==> config.mk <==
export PLATFORM = sky130hd
export DESIGN_NAME = frequency_meter
export DESIGN_NICKNAME = d
export VERILOG_FILES = /design/src/freq_meter_pkg.sv /design/src/edge_analyzer.sv /design/src/frequency_meter.sv /design/src/gate_sequencer.sv /design/src/input_synchronizer.sv /design/src/result_register.sv
export SDC_FILE = /design/constraint.sdc
export NUM_CORES = 1
export LEC_CHECK = 0
export BUFFER_PORTS_ARGS = -buffer_cell sky130_fd_sc_hd__buf_2
export CAP_MARGIN = 0
export CORE_ASPECT_RATIO = 1.4
export CORE_UTILIZATION = 52
export DETAILED_ROUTE_END_ITERATION = 8
export HOLD_SLACK_MARGIN = 0.12
export PLACE_DENSITY_LB_ADDON = 0.2
export SYNTH_ARGS = -nofsm -noshare
export SYNTH_HDL_FRONTEND = slang
export SYNTH_SLANG_ARGS = --single-unit
export TNS_END_PERCENT = 1
==> constraint.sdc <==
create_clock -name clock -period 6.3 [get_ports clock]
set_input_delay 1.26 -clock clock [delete_from_list [all_inputs] [get_ports clock]]
set_output_delay 1.26 -clock clock [all_outputs]
set_load 0.03 [all_outputs]
==> src/freq_meter_pkg.sv <==
package freq_meter_pkg;

    //////////////////////////////
    // Clock and gate timing
    //////////////////////////////

    localparam int CLOCK_HZ = 250_000_000;

    // Ticks per analyzer half-period
    localparam int GATE_TICKS = 104;

    // Length of each start or stop strobe
    localparam int SIGNAL_DELAY = 4;

    // Gate stays open between the end of start and the beginning of stop
    localparam int WINDOW_TICKS = GATE_TICKS - SIGNAL_DELAY;
    localparam int CYCLE_TICKS = 2 * GATE_TICKS + SIGNAL_DELAY + 1;

    // One counted edge in a window is worth this many hertz
    localparam int HZ_PER_EDGE = CLOCK_HZ / WINDOW_TICKS;

    //////////////////////////////
    // Datapath widths
    //////////////////////////////

    localparam int COUNT_WIDTH = 16;
    localparam int FREQ_WIDTH = 32;

    // Sequencer phases within one cycle
    typedef enum logic [2:0] {
        PHASE_START_0   = 3'd0,
        PHASE_OPEN_0    = 3'd1,
        PHASE_SWAP      = 3'd2,
        PHASE_OPEN_1    = 3'd3,
        PHASE_SWAP_BACK = 3'd4
    } phase_t;

endpackage

==> src/edge_analyzer.sv <==
`timescale 1ns/1ps

module edge_analyzer
    import freq_meter_pkg::*;
(
    input  logic                   clock,
    input  logic                   reset,
    input  logic                   start,
    input  logic                   stop,
    input  logic                   edge_pulse,
    output logic [COUNT_WIDTH-1:0] count,
    output logic                   done
);

    logic start_q;
    logic stop_q;
    logic armed;
    logic start_fall;
    logic stop_rise;
    logic gate_open;
    logic [COUNT_WIDTH-1:0] running;

    assign start_fall = start_q & ~start;
    assign stop_rise  = stop & ~stop_q;

    // Open from the first cycle after start until stop rises
    assign gate_open = (armed | start_fall) & ~start & ~stop;

    //////////////////////////////
    // Gate control
    //////////////////////////////

    always_ff @(posedge clock)
    begin
        if (!reset)
        begin
            start_q <= 1'b0;
            stop_q  <= 1'b0;
            armed   <= 1'b0;
            done    <= 1'b0;
        end
        else
        begin
            start_q <= start;
            stop_q  <= stop;
            done    <= stop_rise;
            if (stop_rise)
                armed <= 1'b0;
            else if (start_fall)
                armed <= 1'b1;
        end
    end

    //////////////////////////////
    // Edge counting
    //////////////////////////////

    always_ff @(posedge clock)
    begin
        if (start)
            running <= '0;
        else if (gate_open && edge_pulse)
            running <= running + 1'b1;

        // Snapshot lines up with done on the next cycle
        if (stop_rise)
            count <= running;
    end

endmodule

==> src/frequency_meter.sv <==
`timescale 1ns/1ps

module frequency_meter
    import freq_meter_pkg::*;
(
    input  logic                  clock,
    input  logic                  reset,
    input  logic                  enable,
    input  logic                  signal_in,
    output logic [FREQ_WIDTH-1:0] frequency_hz,
    output logic                  analyzer_id,
    output logic                  result_valid
);

    logic edge_pulse;
    logic start_analyzer_0;
    logic stop_analyzer_0;
    logic start_analyzer_1;
    logic stop_analyzer_1;
    logic [COUNT_WIDTH-1:0] count_0;
    logic [COUNT_WIDTH-1:0] count_1;
    logic done_0;
    logic done_1;

    input_synchronizer u_input_synchronizer (
        .clock      (clock),
        .reset      (reset),
        .signal_in  (signal_in),
        .edge_pulse (edge_pulse)
    );

    gate_sequencer u_gate_sequencer (
        .clock            (clock),
        .reset            (reset),
        .enable           (enable),
        .start_analyzer_0 (start_analyzer_0),
        .stop_analyzer_0  (stop_analyzer_0),
        .start_analyzer_1 (start_analyzer_1),
        .stop_analyzer_1  (stop_analyzer_1)
    );

    // Two analyzers in alternating windows
    edge_analyzer u_edge_analyzer_0 (
        .clock      (clock),
        .reset      (reset),
        .start      (start_analyzer_0),
        .stop       (stop_analyzer_0),
        .edge_pulse (edge_pulse),
        .count      (count_0),
        .done       (done_0)
    );

    edge_analyzer u_edge_analyzer_1 (
        .clock      (clock),
        .reset      (reset),
        .start      (start_analyzer_1),
        .stop       (stop_analyzer_1),
        .edge_pulse (edge_pulse),
        .count      (count_1),
        .done       (done_1)
    );

    result_register u_result_register (
        .clock        (clock),
        .reset        (reset),
        .done_0       (done_0),
        .done_1       (done_1),
        .count_0      (count_0),
        .count_1      (count_1),
        .frequency_hz (frequency_hz),
        .analyzer_id  (analyzer_id),
        .result_valid (result_valid)
    );

endmodule

==> src/gate_sequencer.sv <==
`timescale 1ns/1ps

module gate_sequencer
    import freq_meter_pkg::*;
(
    input  logic clock,
    input  logic reset,
    input  logic enable,
    output logic start_analyzer_0,
    output logic stop_analyzer_0,
    output logic start_analyzer_1,
    output logic stop_analyzer_1
);

    logic [$clog2(CYCLE_TICKS)-1:0] tick_count;
    int tick_value;
    phase_t phase;

    assign tick_value = int'(tick_count);

    //////////////////////////////
    // Free-running tick counter
    //////////////////////////////

    always_ff @(posedge clock)
    begin
        if (!reset)
            tick_count <= '0;
        else if (enable)
        begin
            if (tick_value == CYCLE_TICKS - 1)
                tick_count <= '0;
            else
                tick_count <= tick_count + 1'b1;
        end
    end

    //////////////////////////////
    // Phase decode
    //////////////////////////////

    always_comb
    begin
        if (tick_value < SIGNAL_DELAY)
            phase = PHASE_START_0;
        else if (tick_value < GATE_TICKS)
            phase = PHASE_OPEN_0;
        else if (tick_value < GATE_TICKS + SIGNAL_DELAY)
            phase = PHASE_SWAP;
        else if (tick_value < 2 * GATE_TICKS)
            phase = PHASE_OPEN_1;
        else
            phase = PHASE_SWAP_BACK;
    end

    //////////////////////////////
    // Registered strobes
    //////////////////////////////

    // Levels hold while disabled so no gate can close
    always_ff @(posedge clock)
    begin
        if (!reset)
        begin
            start_analyzer_0 <= 1'b0;
            stop_analyzer_0  <= 1'b0;
            start_analyzer_1 <= 1'b0;
            stop_analyzer_1  <= 1'b0;
        end
        else if (enable)
        begin
            start_analyzer_0 <= 1'b0;
            stop_analyzer_0  <= 1'b0;
            start_analyzer_1 <= 1'b0;
            stop_analyzer_1  <= 1'b0;
            case (phase)
                PHASE_START_0:
                    start_analyzer_0 <= 1'b1;
                PHASE_SWAP:
                begin
                    // Analyzer 0 closes as analyzer 1 opens
                    stop_analyzer_0  <= 1'b1;
                    start_analyzer_1 <= 1'b1;
                end
                PHASE_SWAP_BACK:
                begin
                    start_analyzer_0 <= 1'b1;
                    stop_analyzer_1  <= 1'b1;
                end
                default:
                    ;
            endcase
        end
    end

endmodule

==> src/input_synchronizer.sv <==
`timescale 1ns/1ps

module input_synchronizer
(
    input  logic clock,
    input  logic reset,
    input  logic signal_in,
    output logic edge_pulse
);

    // Metastability chain
    logic sync_0;
    logic sync_1;

    // Previous synchronized level for edge detection
    logic sync_d;

    always_ff @(posedge clock)
    begin
        if (!reset)
        begin
            sync_0 <= 1'b0;
            sync_1 <= 1'b0;
            sync_d <= 1'b0;
        end
        else
        begin
            sync_0 <= signal_in;
            sync_1 <= sync_0;
            sync_d <= sync_1;
        end
    end

    // Registered pulse three cycles after the input rises
    always_ff @(posedge clock)
    begin
        if (!reset)
            edge_pulse <= 1'b0;
        else
            edge_pulse <= sync_1 & ~sync_d;
    end

endmodule

==> src/result_register.sv <==
`timescale 1ns/1ps

module result_register
    import freq_meter_pkg::*;
(
    input  logic                   clock,
    input  logic                   reset,
    input  logic                   done_0,
    input  logic                   done_1,
    input  logic [COUNT_WIDTH-1:0] count_0,
    input  logic [COUNT_WIDTH-1:0] count_1,
    output logic [FREQ_WIDTH-1:0]  frequency_hz,
    output logic                   analyzer_id,
    output logic                   result_valid
);

    logic                   done_any;
    logic [COUNT_WIDTH-1:0] count_sel;
    logic [FREQ_WIDTH-1:0]  scaled;

    assign done_any = done_0 | done_1;

    // Only one analyzer finishes at a time
    assign count_sel = done_1 ? count_1 : count_0;

    // Edges in the window times hertz per edge
    assign scaled = FREQ_WIDTH'(count_sel) * FREQ_WIDTH'(HZ_PER_EDGE);

    always_ff @(posedge clock)
    begin
        if (!reset)
        begin
            frequency_hz <= '0;
            analyzer_id  <= 1'b0;
            result_valid <= 1'b0;
        end
        else
        begin
            result_valid <= done_any;
            if (done_any)
            begin
                frequency_hz <= scaled;
                analyzer_id  <= done_1;
            end
        end
    end

endmodule

==> Word level (Yosys, flattened, before mapping) <==
Cells that the tools add are included.
{ "totals": {"ff_bits": 115, "inputBits": 4, "out_inout_bits": 34} }
{ "op_classes": {"n_addsub": 3, "n_mul": 1, "order_cmp": 4, "n_eq_ne": 3, "mux": 9, "n_bitwise": 19, "reduce_logical": 6} }
{ "op_table": {"columns": ["cell", "count"], "rows": [
  ["$add A16 B1 Y16 const B", 2],
  ["$mul A16 B17 Y27 const B", 1],
  ["$lt A8 B7 Y1 const B", 2],
  ["$mux W16", 1],
  ["$mux W3", 4],
  ["$and A1 B1 Y1", 9],
  ["$add A8 B1 Y8 const B", 1],
  ["$eq A8 B7 Y1 const B", 1],
  ["$lt A8 B3 Y1 const B", 1],
  ["$lt A8 B8 Y1 const B", 1],
  ["$mux W8", 1],
  ["$not A1 Y1", 7],
  ["$reduce_or A2 Y1", 3],
  ["$eq A3 B2 Y1 const B", 1],
  ["$eq A3 B3 Y1 const B", 1],
  ["$logic_not A3 Y1", 1],
  ["$mux W1", 3],
  ["$or A1 B1 Y1", 3],
  ["$logic_and A1 B1 Y1", 2]
]} }

==> Depth between registers and ports, before layout <==
{ "depth": {"word_depth": 8, "ltp_mapped": 23} }

==> By module <==
A second synthesis with hierarchy kept.
{ "unflattened": {"cells_unflattened": 853, "hier_area_um2": 8680.8} }
{ "by_module_without_submodules": {"columns": ["mod", "instances", "cells_per_inst", "area_per_inst_um2", "seq_area_each_um2"], "rows": [
  ["result_register", 1, 550, 5290.1, 580.6],
  ["edge_analyzer", 2, 115, 1360.1, 880.8],
  ["gate_sequencer", 1, 65, 559.3, 220.2],
  ["input_synchronizer", 1, 8, 111.4, 80.1]
]} }

==> Least setup slack after synthesis <==
OpenSTA, ideal clock, no wires.
{ "synth_timing": {"path_type": "register to register", "from": "register u_edge_analyzer_1.done", "to": "register u_result_register.frequency_hz[26]", "setup_time_ns": 0.132, "arrival_time_ns": 5.888, "required_ns": 6.168, "path_slack_ns": 0.280, "stages_incl_launch_ff": 23, "path_buffers": 2, "period_less_slack_ns": 6.020, "path_cell_list": "dfxtp_1 -> clkbuf_1 -> buf_1 -> mux2i_1 -> inv_1 -> ha_1 -> ha_1 -> inv_1 -> fa_1 -> inv_1 -> fa_1 -> fa_1 -> inv_1 -> fa_1 -> inv_1 -> ha_1 -> a21oi_1 -> o21a_1 -> o21ai_1 -> a31oi_1 -> nor3_1 -> o311ai_1 -> a21oi_1"} }
{ "synth_between": {"elab_chain_cells": 2} }
{ "synth_rtl": {"columns": ["element", "line_no", "source"], "rows": [
  ["from (decl)", "edge_analyzer.sv:12", "output logic done"],
  ["from (signal assigned)", "edge_analyzer.sv:46", "done <= stop_rise;"],
  ["$mux W16", "result_register.sv:24", "assign count_sel = done_1 ? count_1 : count_0;"],
  ["$mul A16 B17 Y27", "result_register.sv:27", "assign scaled = FREQ_WIDTH'(count_sel) * FREQ_WIDTH'(HZ_PER_EDGE);"],
  ["to (signal assigned)", "result_register.sv:42", "frequency_hz <= scaled;"],
  ["to (decl)", "result_register.sv:12", "output logic [FREQ_WIDTH-1:0] frequency_hz,"]
]} }
Parallel ways exist; a longest one is shown, timed or not.
A chain may end at the register's enable or synchronous reset.

==> Final worst setup path <==
Same ends and word-level chain as after synthesis.

==> metrics.md <==
| Metric | Value |
|---|---|
| #FFs+latches synth | 115 |
| Hold Buf Count CTS | 0 |
| GRT Util Overall | a little under a quarter |
| EDFF count, synth | 32 |
| Iter 0 DRT Violations | 223 |
| Die area | 0.0163 mm2 |
| Post-synth top area share | slightly above 20% |
| Final setup fails | 0 |
| Cell variety after synth | 53 |
| Mean Syn Cell Area | 10.1 um2 |
| Fill cells | 1,289 |
| R2R setup slack | 520 ps |
| Post-CTS Setup Bufs | 0 |
| Ys Warns | 0 |
| Hold Crit Class | flop to flop |
| CTS root buf | clkbuf_16 |
| Area leader, netlist | dfxtp_1 |
| Initial antenna violation count | 0 |
| Core Footprint | 0.0152 mm2 |
| Clock buffer depth | 2 |
| Remaining DRCs | 0 |
| Cell count of the worst hold path | 1 |
| Clock latency on the worst-skew pair | 420 ps |
| Max-Cap Viols | 0 |
| Layout area overhead | 11.7% |
| CTS resizes | 0 |
| Final wirelength | 17,300 um |
| VDD IR max | 0.213 mV |
| CP Launch Type | flop |
| Register area | ~0.0026 mm2 |
| Final Cycle Share | 91.7% |
| Clk slew on worst S/H paths | roughly 60 ps |
| Placement Rows | 53 |
| RSZ-0062 raised after global routing | false |
| Worst Max-Slew Pin Slew | 717 ps |
| Final core utilization | 60.3% |
| R2R depth | 21 |
| Mapped cell area | 0.00820 mm2 |
| Final min period | approximately 5800 ps |
| Largest net degree at the start of global routing | 29 |
| Register area share after synthesis | 32.0% |
| Pre-antenna DRT Iters | 4 |
| PD cells | ~190 mW/mm2 |
| Crit Path Max Fanout | 12 |
| Slew HR | 51.9% |
| Initial core utilization | 54.0% |
| Post-route ant nets | 0 |
| Critical Path AT | 6060 ps |
| H-tree depth | 4 |
| Clock Sinks | 115 |
| Ports | 38 |
| CTS tree | done |
| Setup CP Type | flop to flop |
| Number of global-route vias before repair | ~6,000 |
| First-pass GRT wire length | 28,400 um |
| NumNets Final | 1,037 |
| Via count | 5,731 |
| Max Fclk | 0.173 GHz |
| DP HPWL | 14,100 um |
| Total gr overflow | 0 |
| Final Hold Fails | 0 |
| Status | complete, no violations |
| Reg2Reg Launch Point | u_edge_analyzer_1.done$_SDFF_PN0_ |
| Multi-input gate area | 0.00506 mm2 |
| Top FF cell, synth | dfxtp_1 |
| Final Skew | 9.52 ps |
| Worst Path Required | 6580 ps |
| Slew Limit Fails | 0 |
| Routed length per placed instance | 16.4 um |
| Hold wc startpoint | u_input_synchronizer.sync_d$_SDFF_PN0_ |
| Reg2reg end | u_result_register.frequency_hz[26]$_SDFFE_PN0P_ |
| Share of post-route cells with drive strength above 1 | between 10% and 20% |
| Die W | 108 um |
| Sum Neg Setup Slack | 0 ps |
| Leak pwr | between 4 and 5 nW |
| Setup crit end kind | flop |
| N_diodes | 0 |
| Placer Congestion | between 0.9 and 1 |
| Hold path endpoint | u_input_synchronizer.edge_pulse$_SDFF_PN0_ |
| Cells after Synth | 808 |
| Vias per Instance | 5.44 |
| IO Port Bufs | 32 |
| CTS buffer count | 17 |
| Synth area leaders | dfxtp_1 20%, ha_1 19%, fa_1 15% |
| Die Ht | 151 um |
| Async S/R FF share, synth | 0% |
-- cell usage in the layout (no fill, tap or decap), types with 23 or more instances in the layout --
cell and count:
nor2_1 56, xor2_1 33, edfxtp_1 32, ha_1 123
inv_1 108, a21oi_1 44, nand2_1 52, buf_2 32
fa_1 61, dfxtp_1 82, xnor2_1 23
-- synthesized netlist by cell type (all sizes together) (13+ instances only) --
master and instances:
ha 123, inv 108, dfxtp 83, fa 61
nor2 56, nand2 52, a21oi 44, xor2 33
edfxtp 32, o21ai 30, xnor2 23, nand3 18
nand4 16, mux2i 13
-- worst max path at each step --
stage	startpoint	end	slack (ps)	cells after the start
2_1_floorplan	u_edge_analyzer_1.done$_SDFF_PN0_	u_result_register.frequency_hz[26]$_SDFFE_PN0P_	280	22
3_3_place_gp	u_edge_analyzer_1.done$_SDFF_PN0_	u_result_register.frequency_hz[26]$_SDFFE_PN0P_	560	21
3_5_place_dp	u_edge_analyzer_1.done$_SDFF_PN0_	u_result_register.frequency_hz[26]$_SDFFE_PN0P_	430	21
4_1_cts	u_edge_analyzer_1.done$_SDFF_PN0_	u_result_register.frequency_hz[26]$_SDFFE_PN0P_	390	21
5_1_grt	u_edge_analyzer_1.done$_SDFF_PN0_	u_result_register.frequency_hz[26]$_SDFFE_PN0P_	90	21
6_report	u_edge_analyzer_1.done$_SDFF_PN0_	u_result_register.frequency_hz[26]$_SDFFE_PN0P_	520	21
-- worst max-delay path: stages (launching register included) --
cell,delay [ps]
dfxtp_2,440
buf_4,260
mux2i_1,320
inv_1,160
ha_1,320
ha_1,280
inv_1,50
fa_1,490
inv_1,50
fa_1,460
fa_1,550
inv_1,50
fa_1,530
inv_1,40
ha_1,360
a21oi_1,270
o21a_1,190
o21ai_1,70
a31oi_1,300
nor3_1,90
o311ai_1,260
a21oi_1,100
-- report_power, final --
part	leakage [nW]	total, W	internal (W)	switching [W]
Combinational	3.23	0.0000197	0.00000538	0.0000143
Clock	0.294	0.000955	0.000595	0.000360
Sequential	1.02	0.000765	0.000760	0.00000553
Total	4.54	0.00174	0.00136	0.000380
-- flip-flops by register name, summed over array words and instances, names as in the netlist, 8 cells and up --
register,count
u_edge_analyzer_1.running,16
u_gate_sequencer.tick_count,8
u_edge_analyzer_1.count,16
u_edge_analyzer_0.count,16
u_result_register.frequency_hz,27
u_edge_analyzer_0.running,16
-- stage by stage --
| step | total power (W) | instance area (um2) | setup slack (ps) | hold slack, ps | instances |
|---|---|---|---|---|---|
| floorplan | 0.000799 | 8210 | 280 | 367 | 812 |
| global placement | 0.000800 | 8570 | 564 | 380 | 1022 |
| detailed placement | 0.000801 | 8570 | 431 | 389 | 1022 |
| CTS | 0.00175 | 9160 | 395 | 400 | 1054 |
| global route | 0.00179 | 9160 | 94.4 | 410 | 1054 |
| finish | 0.00174 | 9160 | 524 | 397 | 1054 |
-- area by class of cell --
class                      instances  area share (%)
multi-input combinational        564            55.2
sequential                       115            28.6
clock buffer                      20            5.23
inverter                         109            4.47
tap                              192            2.62
timing repair buffer              42            2.57
clock inverter                    12            1.24
-- routing by layer --
| metal | vias up | share of wire (%) | global-route usage, % | wire length (um) |
|---|---|---|---|---|
| met2 | 87 | 56 | 44.5 | 9750 |
| met4 | 0 | 3.1 | 10.4 | 538 |
| met3 | 31 | 2.2 | 4.16 | 384 |
| met1 | 2815 | 38 | 24.0 | 6650 |
| met5 | - | 0 | 0 | 0 |
| li1 | 2798 | - | - | - |
-- kinds of logic (layout without fill, tap and decap cells) --
kind of cell	Yosys count	count (layout)	share of synthesized area, %
and+or+nand+nor	192	192	11.6
buffers and inverters	133	183	6.50
other	1	5	0.0457
adders and majority gates	184	184	33.7
DFF	115	115	32.0
muxes	21	21	2.69
AOI/OAI and AO/OA	106	106	7.52
xor gates and xnor gates	56	56	5.98
Note: power is estimated with default switching activity, not from simulation.
